File: src/design/dab_config.svh
/* Register map and counter width of the DAB modulator.
   Included by the package and by every module that addresses the generator. */
`ifndef DAB_CONFIG_SVH
`define DAB_CONFIG_SVH

// Control word of the generator sits on the base address itself
`define DAB_BASE_ADDR 32'h43c0_0000

// Chain c owns the window starting at base + (c+1) strides
`define DAB_CHAIN_STRIDE 32'h0000_0100

// Offsets inside one chain window place compare j at cmp + 4*j
`define DAB_CMP_OFFSET 32'h0000_0000
`define DAB_PERIOD_OFFSET 32'h0000_001c
`define DAB_PHASE_OFFSET 32'h0000_0020

`define DAB_COUNTER_WIDTH 16

`endif

File: src/design/dab_pkg.sv
/* Types shared by the DAB modulator blocks: bus data word, generator
   control word, sequencer states and the compare set. */
`include "dab_config.svh"

package dab_pkg;

    typedef logic [31:0] data_word_t;

    typedef struct packed {
        logic [29:0] reserved;
        logic [1:0]  enable;
    } pwm_ctrl_fields_t;

    // The control register is either a raw bus word or a set of enable bits
    typedef union packed {
        data_word_t       raw;
        pwm_ctrl_fields_t fields;
    } pwm_ctrl_u;

    typedef enum logic [2:0] {
        idle,
        calc_wait,
        update_period,
        update_phase,
        update_compare,
        start_modulator,
        write_end
    } operating_state_t;

    typedef logic [`DAB_COUNTER_WIDTH-1:0] compare_set_t [8];

endpackage

File: src/design/reg_write_if.sv
/* Internal register write bus with a valid/ready handshake.
   The operating core is the master, the PWM generator the slave. */
`timescale 1ns/1ns

interface reg_write_if;
    import dab_pkg::*;

    logic [31:0] dest;
    data_word_t  data;
    logic        valid;
    logic        ready;

    modport master (
        output dest,
        output data,
        output valid,
        input  ready
    );

    modport slave (
        input  dest,
        input  data,
        input  valid,
        output ready
    );
endinterface

File: src/design/dab_modulator_top.sv
/* Top level of the DAB modulation subsystem. Joins the timing calculator,
   the operating core and the PWM generator over the internal write bus. */
`timescale 1ns/1ns
`include "dab_config.svh"

module dab_modulator_top (
    input  logic clock,
    input  logic reset,
    input  logic start,
    input  logic stop,
    input  logic update,
    input  logic [1:0] modulation_type,
    input  logic [`DAB_COUNTER_WIDTH-1:0] period,
    input  logic signed [`DAB_COUNTER_WIDTH-1:0] phase_shift_1,
    input  logic signed [`DAB_COUNTER_WIDTH-1:0] phase_shift_2,
    output logic modulator_status,
    output logic [3:0] gates
);
    import dab_pkg::*;

    compare_set_t compare;
    logic [`DAB_COUNTER_WIDTH-1:0] chain1_phase;

    reg_write_if write_bus ();

    dab_timing_calc timing (
        .clock(clock),
        .reset(reset),
        .modulation_type(modulation_type),
        .period(period),
        .phase_shift_1(phase_shift_1),
        .phase_shift_2(phase_shift_2),
        .compare(compare),
        .chain1_phase(chain1_phase)
    );

    dab_operating_core core (
        .clock(clock),
        .reset(reset),
        .start(start),
        .stop(stop),
        .update(update),
        .period(period),
        .compare(compare),
        .chain1_phase(chain1_phase),
        .modulator_status(modulator_status),
        .bus(write_bus.master)
    );

    pwm_generator generator (
        .clock(clock),
        .reset(reset),
        .bus(write_bus.slave),
        .gates(gates)
    );

endmodule

File: src/design/dab_operating_core.sv
/* Sequencer that turns start, stop and update requests into register write
   series towards the PWM generator and reports the modulator status. */
`timescale 1ns/1ns
`include "dab_config.svh"

module dab_operating_core (
    input  logic clock,
    input  logic reset,
    input  logic start,
    input  logic stop,
    input  logic update,
    input  logic [`DAB_COUNTER_WIDTH-1:0] period,
    input  dab_pkg::compare_set_t compare,
    input  logic [`DAB_COUNTER_WIDTH-1:0] chain1_phase,
    output logic modulator_status,
    reg_write_if.master bus
);
    import dab_pkg::*;

    operating_state_t state;
    operating_state_t return_state;
    logic chain;
    logic [1:0] cmp_index;
    logic start_needed;
    logic stop_latched;
    pwm_ctrl_u run_ctrl;

    function automatic logic [31:0] window_base(input logic chain_sel);
        return `DAB_BASE_ADDR + (32'(chain_sel) + 32'd1) * `DAB_CHAIN_STRIDE;
    endfunction

    always_comb begin
        run_ctrl.raw = '0;
        run_ctrl.fields.enable = 2'b11;
    end

    ////////////////////////////////////////////////////////////
    // Write sequencer
    ////////////////////////////////////////////////////////////

    // Each write state presents one word, write_end waits for its acceptance
    always_ff @(posedge clock) begin
        if (!reset) begin
            state <= idle;
            return_state <= idle;
            chain <= 1'b0;
            cmp_index <= 2'd0;
            start_needed <= 1'b0;
            stop_latched <= 1'b0;
            modulator_status <= 1'b0;
            bus.valid <= 1'b0;
        end else begin
            if (stop) begin
                stop_latched <= 1'b1;
            end
            case (state)
                idle: begin
                    if (stop_latched) begin
                        bus.dest <= `DAB_BASE_ADDR;
                        bus.data <= '0;
                        bus.valid <= 1'b1;
                        modulator_status <= 1'b0;
                        stop_latched <= 1'b0;
                        return_state <= idle;
                        state <= write_end;
                    end else if (start) begin
                        start_needed <= 1'b1;
                        state <= calc_wait;
                    end else if (update && modulator_status) begin
                        start_needed <= 1'b0;
                        state <= calc_wait;
                    end
                end
                calc_wait: begin
                    chain <= 1'b0;
                    cmp_index <= 2'd0;
                    state <= update_period;
                end
                update_period: begin
                    bus.dest <= window_base(chain) + `DAB_PERIOD_OFFSET;
                    bus.data <= data_word_t'(period);
                    bus.valid <= 1'b1;
                    chain <= ~chain;
                    return_state <= chain ? update_phase : update_period;
                    state <= write_end;
                end
                update_phase: begin
                    // Chain 0 is the reference and always starts at zero
                    bus.dest <= window_base(chain) + `DAB_PHASE_OFFSET;
                    bus.data <= chain ? data_word_t'(chain1_phase) : '0;
                    bus.valid <= 1'b1;
                    chain <= ~chain;
                    return_state <= chain ? update_compare : update_phase;
                    state <= write_end;
                end
                update_compare: begin
                    bus.dest <= window_base(chain) + `DAB_CMP_OFFSET
                        + 32'(cmp_index) * 32'd4;
                    bus.data <= data_word_t'(compare[{chain, cmp_index}]);
                    bus.valid <= 1'b1;
                    cmp_index <= cmp_index + 2'd1;
                    if (cmp_index == 2'd3) begin
                        chain <= ~chain;
                    end
                    if (cmp_index != 2'd3 || !chain) begin
                        return_state <= update_compare;
                    end else if (start_needed) begin
                        return_state <= start_modulator;
                    end else begin
                        return_state <= idle;
                    end
                    state <= write_end;
                end
                start_modulator: begin
                    bus.dest <= `DAB_BASE_ADDR;
                    bus.data <= run_ctrl.raw;
                    bus.valid <= 1'b1;
                    modulator_status <= 1'b1;
                    start_needed <= 1'b0;
                    return_state <= idle;
                    state <= write_end;
                end
                write_end: begin
                    if (bus.ready) begin
                        bus.valid <= 1'b0;
                        state <= return_state;
                    end
                end
                default: begin
                    state <= idle;
                end
            endcase
        end
    end

    // Every write series must land inside the control word or a chain window
    assert property (@(posedge clock) disable iff (!reset)
        $rose(bus.valid) |-> (bus.dest >= `DAB_BASE_ADDR
            && bus.dest < `DAB_BASE_ADDR + 32'd3 * `DAB_CHAIN_STRIDE));

endmodule

File: src/design/dab_timing_calc.sv
/* Works out the chain-1 phase and the eight compare values from the
   switching period and phase shifts, one cycle after its inputs. */
`timescale 1ns/1ns
`include "dab_config.svh"

module dab_timing_calc (
    input  logic clock,
    input  logic reset,
    input  logic [1:0] modulation_type,
    input  logic [`DAB_COUNTER_WIDTH-1:0] period,
    input  logic signed [`DAB_COUNTER_WIDTH-1:0] phase_shift_1,
    input  logic signed [`DAB_COUNTER_WIDTH-1:0] phase_shift_2,
    output dab_pkg::compare_set_t compare,
    output logic [`DAB_COUNTER_WIDTH-1:0] chain1_phase
);
    localparam int W = `DAB_COUNTER_WIDTH;

    logic signed [W+1:0] s_period;
    logic signed [W+1:0] half;
    logic signed [W+1:0] quarter;
    logic signed [W+1:0] inner;
    logic signed [W+1:0] shifted;
    logic signed [W+1:0] cmp_value [4];

    always_comb begin
        s_period = $signed({2'b00, period});
        half = s_period / 2;
        quarter = s_period / 4;
        if (modulation_type != 2'd0) begin
            inner = phase_shift_2 / 2;
        end else begin
            inner = '0;
        end
        // Falling edges sit exactly half a period after the rising ones
        cmp_value[0] = quarter - inner;
        cmp_value[1] = quarter + inner;
        cmp_value[2] = quarter + half - inner;
        cmp_value[3] = quarter + half + inner;
        shifted = half + phase_shift_1;
    end

    always_ff @(posedge clock) begin
        if (!reset) begin
            chain1_phase <= '0;
            for (int i = 0; i < 8; i++) begin
                compare[i] <= '0;
            end
        end else begin
            if (shifted < 0) begin
                chain1_phase <= '0;
            end else if (shifted > s_period) begin
                chain1_phase <= period;
            end else begin
                chain1_phase <= shifted[W-1:0];
            end
            for (int i = 0; i < 8; i++) begin
                compare[i] <= cmp_value[i % 4][W-1:0];
            end
        end
    end

endmodule

File: src/design/pwm_generator.sv
/* Two-chain PWM generator. Register writes set period, phase and compares
   per chain, and the control word starts the carriers that drive the gates. */
`timescale 1ns/1ns
`include "dab_config.svh"

module pwm_generator (
    input  logic clock,
    input  logic reset,
    reg_write_if.slave bus,
    output logic [3:0] gates
);
    import dab_pkg::*;

    localparam int W = `DAB_COUNTER_WIDTH;

    logic write_en;
    logic ctrl_write;
    pwm_ctrl_u ctrl;
    pwm_ctrl_u ctrl_in;
    logic [W-1:0] period_reg [2];
    logic [W-1:0] phase_reg [2];
    compare_set_t cmp_reg;
    logic [W-1:0] carrier [2];
    logic [W-1:0] start_value [2];

    function automatic logic [31:0] chain_addr(input int c, input logic [31:0] offset);
        return `DAB_BASE_ADDR + 32'(c + 1) * `DAB_CHAIN_STRIDE + offset;
    endfunction

    assign bus.ready = 1'b1;
    assign write_en = bus.valid && bus.ready;
    assign ctrl_write = write_en && bus.dest == `DAB_BASE_ADDR;
    assign ctrl_in.raw = bus.data;

    always_ff @(posedge clock) begin
        if (write_en) begin
            for (int c = 0; c < 2; c++) begin
                if (bus.dest == chain_addr(c, `DAB_PERIOD_OFFSET)) begin
                    period_reg[c] <= bus.data[W-1:0];
                end
                if (bus.dest == chain_addr(c, `DAB_PHASE_OFFSET)) begin
                    phase_reg[c] <= bus.data[W-1:0];
                end
                for (int j = 0; j < 4; j++) begin
                    if (bus.dest == chain_addr(c, `DAB_CMP_OFFSET + 32'(j) * 32'd4)) begin
                        cmp_reg[4*c+j] <= bus.data[W-1:0];
                    end
                end
            end
        end
    end

    // The phase is a delay, so the carrier starts that far before its wrap
    always_comb begin
        for (int c = 0; c < 2; c++) begin
            if (phase_reg[c] == '0 || phase_reg[c] >= period_reg[c]) begin
                start_value[c] = '0;
            end else begin
                start_value[c] = period_reg[c] - phase_reg[c];
            end
        end
    end

    ////////////////////////////////////////////////////////////
    // Carriers and comparators
    ////////////////////////////////////////////////////////////

    always_ff @(posedge clock) begin
        if (!reset) begin
            ctrl.raw <= '0;
            for (int c = 0; c < 2; c++) begin
                carrier[c] <= '0;
            end
        end else begin
            if (ctrl_write) begin
                ctrl.raw <= ctrl_in.raw;
            end
            for (int c = 0; c < 2; c++) begin
                if (ctrl_write && ctrl_in.fields.enable[c]) begin
                    carrier[c] <= start_value[c];
                end else if (!ctrl.fields.enable[c] || carrier[c] >= period_reg[c] - 1'b1) begin
                    carrier[c] <= '0;
                end else begin
                    carrier[c] <= carrier[c] + 1'b1;
                end
            end
        end
    end

    always_comb begin
        for (int c = 0; c < 2; c++) begin
            gates[2*c] = ctrl.fields.enable[c] && carrier[c] >= cmp_reg[4*c]
                && carrier[c] < cmp_reg[4*c+2];
            gates[2*c+1] = ctrl.fields.enable[c] && carrier[c] >= cmp_reg[4*c+1]
                && carrier[c] < cmp_reg[4*c+3];
        end
    end

    // A chain may only be started once the core has written its period
    for (genvar c = 0; c < 2; c++) begin : g_period_check
        assert property (@(posedge clock) disable iff (!reset)
            ctrl_write && ctrl_in.fields.enable[c] |-> period_reg[c] != '0);
    end

endmodule

File: config.mk
export PLATFORM = sky130hd
export DESIGN_NAME = dab_modulator_top
export DESIGN_NICKNAME = d
export VERILOG_FILES = /design/src/design/dab_pkg.sv /design/src/design/reg_write_if.sv /design/src/design/dab_modulator_top.sv /design/src/design/dab_operating_core.sv /design/src/design/dab_timing_calc.sv /design/src/design/pwm_generator.sv
export VERILOG_INCLUDE_DIRS = /design/src /design/src/design
export SDC_FILE = /design/constraint.sdc
export NUM_CORES = 1
export LEC_CHECK = 0
export BUFFER_PORTS_ARGS = -buffer_cell sky130_fd_sc_hd__buf_2
export CAP_MARGIN = 20
export CELL_PAD_IN_SITES_DETAIL_PLACEMENT = 0
export CELL_PAD_IN_SITES_GLOBAL_PLACEMENT = 2
export CORE_ASPECT_RATIO = 1.5
export CORE_MARGIN = 3
export CORE_UTILIZATION = 45
export DETAILED_ROUTE_END_ITERATION = 10
export PLACE_DENSITY_LB_ADDON = 0.2
export SYNTH_ARGS = -nofsm -noshare
export SYNTH_HDL_FRONTEND = slang
export SYNTH_SLANG_ARGS = --single-unit
File: constraint.sdc
create_clock -name clock -period 6.4 [get_ports clock]
set_input_delay 0 -clock clock [delete_from_list [all_inputs] [get_ports clock]]
set_output_delay 0 -clock clock [all_outputs]
set_load 0.02 [all_outputs]
; After elaboration in Yosys (flattened, before gate mapping)
; Memory sizes are Yosys's and may differ from the RTL's.
; Index checks and enable logic that the tools add are counted.
; Widths: inputs -> output; s select.
[classes]
add_sub_neg = 19
magnitude_cmp = 15
eq_ne = 26
muxes = 128
n_bitwise = 10
n_reduce_logical = 47
[ops]
columns = operator, n
row1 = $eq 32x31->1 const B, 13
row2 = $mux 16, 23
row3 = $pmux 32 s5, 1
row4 = $reduce_or 16->1, 9
row5 = $ge 16x16->1, 8
row6 = $mux 1, 80
row7 = $pmux 16 s5, 1
row8 = $lt 16x16->1, 4
row9 = $bmux 16 s3, 1
row10 = $sub 16x16->16, 3
row11 = $mux 3, 14
row12 = $add 16x1->16 const B, 2
row13 = $add 31x32->32 const A, 1
row14 = $add 32x4->32, 1
row15 = $add 32x5->32 const B, 1
row16 = $add 32x6->32 const B, 1
row17 = $logic_not 16->1, 2
row18 = $mux 32, 1
row19 = $sub 16x1->16 const B, 2
row20 = $add 16x16->17, 1
row21 = $gt 17x17->1, 1
row22 = $lt 17x1->1 const B, 1
row23 = $add 14x15->16, 1
row24 = $add 15x16->16, 1
row25 = other kinds (34), 72
[word_totals]
regBits = 143
ram_bits = 224
memories = 4
[memory_table]
columns = name, words, width, rd, rd_clocked_by_memory_dff, write_ports, line_no
row1 = generator.cmp_reg, 8, 16, 8, 0, 1, pwm_generator.sv:22  ; compare_set_t cmp_reg;
row2 = generator.carrier, 2, 16, 2, 0, 2, pwm_generator.sv:23  ; logic [W-1:0] carrier [2];
row3 = generator.period_reg, 2, 16, 2, 0, 1, pwm_generator.sv:20  ; logic [W-1:0] period_reg [2];
row4 = generator.phase_reg, 2, 16, 2, 0, 1, pwm_generator.sv:21  ; logic [W-1:0] phase_reg [2];

; Depth between registers and ports, before layout
[depth]
ltp_word = 12
ltp_mapped = 21
depth_no_buf = 19

; Hierarchy
; Synthesis repeated with hierarchy kept, for this count alone.
[hier_totals]
hier_cells = 2412
area_unflattened_um2 = 24104.4
[by_module_without_submodules]
columns = module, n_inst, cells_each, area_per_inst_um2, seq_area_each_um2
row1 = pwm_generator, 1, 1224, 13780.7, 6766.5
row2 = dab_timing_calc, 1, 904, 7287.0, 1561.5
row3 = dab_operating_core, 1, 284, 3036.7, 920.9

; Worst setup path before layout
; OpenSTA, ideal clock, no wires.
[synth_path]
kind = reg-to-reg
startpoint = memory generator.period_reg[0][7] in the netlist's numbering
endpoint = memory generator.carrier[0][15] in the netlist's numbering (data pin)
setup_ns = 0.274
arrival_time_ns = 3.215
path_slack_ns = 2.911
path_stages_with_launch = 12
path_buffers = 1
cell_sequence = edfxtp_1 -> or3_1 -> or4_1 -> or3_1 -> nor3_1 -> xnor2_1 -> ha_1 -> and4_1 -> nand2_1 -> o2111ai_1 -> clkbuf_1 -> o22ai_1
[synth_lines]
columns = element, line_no
row1 = start: declaration, pwm_generator.sv:20
row2 = end: declaration, pwm_generator.sv:23

; Final worst setup path
[layout_path]
startpoint = input port period[4]
endpoint = register timing.chain1_phase[14]
[layout_via]
elab_chain_len = 3
[layout_rtl]
columns = element, line_no
row1 = start: declaration, dab_modulator_top.sv:13  ; input logic [`DAB_COUNTER_WIDTH-1:0] period,
row2 = $add 16x16->17, dab_timing_calc.sv:39  ; shifted = half + phase_shift_1;
row3 = $gt 17x17->1 or $lt 17x1->1 (tied branches), "dab_timing_calc.sv:51, dab_timing_calc.sv:49"
row4 = $mux 16 or $reduce_or 2->1 (tied branches), -
row5 = end signal: assignment, dab_timing_calc.sv:52  ; chain1_phase <= period;
row6 = end signal: assignment, dab_timing_calc.sv:54  ; chain1_phase <= shifted[W-1:0];
row7 = end: declaration, dab_timing_calc.sv:14  ; output logic [`DAB_COUNTER_WIDTH-1:0] chain1_phase
; Several ways; a longest one is shown, not always the timed one.
; A chain may end at the register's enable or synchronous reset.

==> impl_metrics.ini <==
[outcome]
status = complete, no violations

[sta]
timing.fmax_mhz = 219
slew_viol_final = 0
worst_slew_pin_slew_ns = 1.07
grt_setup_unrepaired = no
hold_ws_ns = 0.0303
finalSetupViolCount = 0
setup_tns_ns = 0
timing.final.ws_setup_ns = 1.84
hold_viol = 0
fin_skew_ns = 0.0134
min_period_ns = 4.56
maxSlewHeadroom_pct = 28.6
finalCritPeriodShare_pct = 71.3

[synthesis]
yosys_warnings = 0
synth.distinct_cells = 69
synth_top_flop_cell = edfxtp_1
syn_area_um2 = 21800
netlist_top_cells_area = edfxtp_1 34%, ha_1 17%, dfxtp_1 8.5%
synth-edff-count = 246
synth_area_per_cell_um2 = 10.2
synth.top_cell.area_share_pct = 33.9
synthCells = 2140
ys_ff_latch = 339
synth_area_leader_cell = edfxtp_1
ys_async_sr_fraction_pct = 0
synth-seq-area-share_pct = 42.4

[grt]
grt.total_usage_pct = 22.3
antenna_found_initial = 1
grt_pass1_vias = 16200
gr-total-overflow = 0
grt_start_max_net_pins = 65
grt_first_pass_wirelength_um = 88700

[floorplanning]
fp.dieW_um = 186
start_util_pct = 45.6
pin_count = 60
dieArea_um2 = 51200
chipHeight_um = 276
fp-row-count = 98
core-area_um2 = 47800

[detailed_routing]
firstDrtPassIters = 7
drt_wl_total_um = 56700
routedWlPerCell_um = 19.7
vias = 15800
antenna_left = 0
drcViolationCount = 0
first_iter_violations = 864
via_per_inst = 5.49

[placed_design]
io_buffers = 59
pre_cts_ws_ns = 2.38
place_congestion = 0.855
placed_cells = 2800
place_hpwl_um = 43400
placed_cell_area_um2 = 22900

[setup_path]
path_class = in2reg
cp-start-kind = primary input
worstPathCellList = dlygate4sd3_1 -> buf_2 -> ha_1 -> a21oi_1 -> nor2b_1 -> a311oi_1 -> nor2_1 -> a21o_1 -> a21oi_1 -> xnor2_1 -> ha_1 -> o21a_1 -> nor2_1 -> a311oi_1 -> a2111oi_0 -> or2_2 -> nand2b_1 -> o21ai_1 -> nor4_1 -> dlygate4sd3_1
worst-path-buf-inv = 3
path_max_fanout = 32
cp_top_family = compound AO/OA/AOI/OAI gates
critPathSlowestCell = a311oi_1
worstSetupEndpointType = flip-flop
cp_data_arrival_time_ns = 4.98
worstPathRequired_ns = 6.82
slowest_delay_ns = 0.59

[power]
p_sw_mw = 1.82
finalPower_mw = 6.13
power_density_nw_per_um2 = 253
clkPwrFrac_pct = 33.4
p_int_mw = 4.31
seqPwrFrac_pct = 46.2
p_leak_nw = 10.5
p_sw_share_pct = 29.7
combPwrFrac_pct = 20.4
ir_drop_mv = 0.154

[clock_tree]
ctsResizeCount = 0
cts_hold_buffers = 15
cts_buffers = 35
clock-root-buffer = clkbuf_16
clockBufferDepth = 3
htreeDepth = 2
clkTransAtPathRegs_ns = 0.06
clock_latency_ns = 0.53
cts_setup_buffers = 0
cts_tree = yes
cts_num_sinks = 339

[final_layout]
instances_no_fill = 2880
final_cell_mix = 299 x ha_1, 255 x inv_1, 246 x edfxtp_1
largest_reg_flops = 128
fillCellCount = 4396
drive_above_1_share_pct = 7.50
syn2layout_area_growth_pct = 11.0
fin_util_pct = 50.7
antennaDiodeCount = 0
final_common_cell = ha_1
final_nets = 2615
final_cell_area_um2 = 24200

[flow_run]
cap_violations = 0

[min_path]
hold_path_class = in2reg
==> metal layers <==
| metal | track usage, % | part of all wire [%] |
|---|---|---|
| met4 | 10.1 | 5.0 |
| met1 | 25.1 | 39 |
| met5 | 0 | 0 |
| met2 | 42.0 | 53 |
| met3 | 2.08 | 3.1 |
==> tightest hold or removal path: stages <==
cell	delay, ns
buf_2	0.09
ha_1	0.14
xnor2_1	0.09
a21oi_1	0.13
nor2_1	0.05
==> worst paths after layout <==
kind,from,endpoint,slack [ns],depth (start not counted)
worst max register to register,generator.period_reg[0][7]$_DFFE_PP_,generator.carrier[0][12]$_SDFFCE_PN0P_,2.80,11
worst min-delay path,phase_shift_1[6],timing.chain1_phase[6]$_SDFF_PP0_,0.03,5
worst max-delay path,period[4],timing.chain1_phase[14]$_SDFF_PP0_,1.84,20
worst min register to register,core.return_state[0]$_SDFFE_PN0P_,core.return_state[0]$_SDFFE_PN0P_,0.47,2
==> synth_stat cells (10+ instances only) <==
cell type / number
nand3_1: 31
edfxtp_1: 246
a31oi_1: 13
xor2_1: 57
and3_1: 13
dfxtp_1: 93
xnor2_1: 105
nor2_1: 184
a211oi_1: 14
a222oi_1: 15
inv_1: 256
nor3_1: 49
clkbuf_1: 40
o211ai_1: 10
mux4_2: 15
nor2b_1: 41
ha_1: 299
nor4_1: 18
o22ai_1: 31
a21o_1: 56
o21ai_0: 65
or3_1: 20
nand2_1: 72
o31ai_1: 10
a21oi_1: 145
nand2b_1: 33
or2_2: 15
o21a_1: 18
and2_1: 14
nand4_1: 34
o21bai_1: 14
==> cells by family (layout without fill, tap and decap cells) <==
logic type               Yosys count  in the layout  synth area share [%]
buffers and inverters            305            414                  5.30
AND/OR/NAND/NOR                  554            554                  12.7
XOR/XNOR                         162            162                  6.50
multiplexers                      23             23                  1.93
flip-flops                       339            339                  42.4
other                              1             32                0.0172
AO/OA/AOI/OAI                    449            449                  13.3
adder cells (fa/ha/maj)          307            307                  17.9
==> area by class of cell <==
type / instances / area, µm² / share of cell area [%]
inverter: 256 / 961 / 3.97
sequential: 339 / 9250 / 38.2
tap: 600 / 751 / 3.10
timing repair buffer: 94 / 599 / 2.47
clock buffer: 43 / 936 / 3.86
multi-input combinational: 1527 / 11500 / 47.6
clock inverter: 21 / 189 / 0.780
==> power by group through the flow <==
stage	clock network, mW	registers, mW	logic, mW
4_1_cts	2.10	2.84	1.25
3_5_place_dp	0	2.88	1.23
2_1_floorplan	0	2.74	0.943
3_3_place_gp	0	2.88	1.22
6_report	2.05	2.83	1.25
5_1_grt	2.17	2.86	1.40
Power figures use the tool's default switching activity.
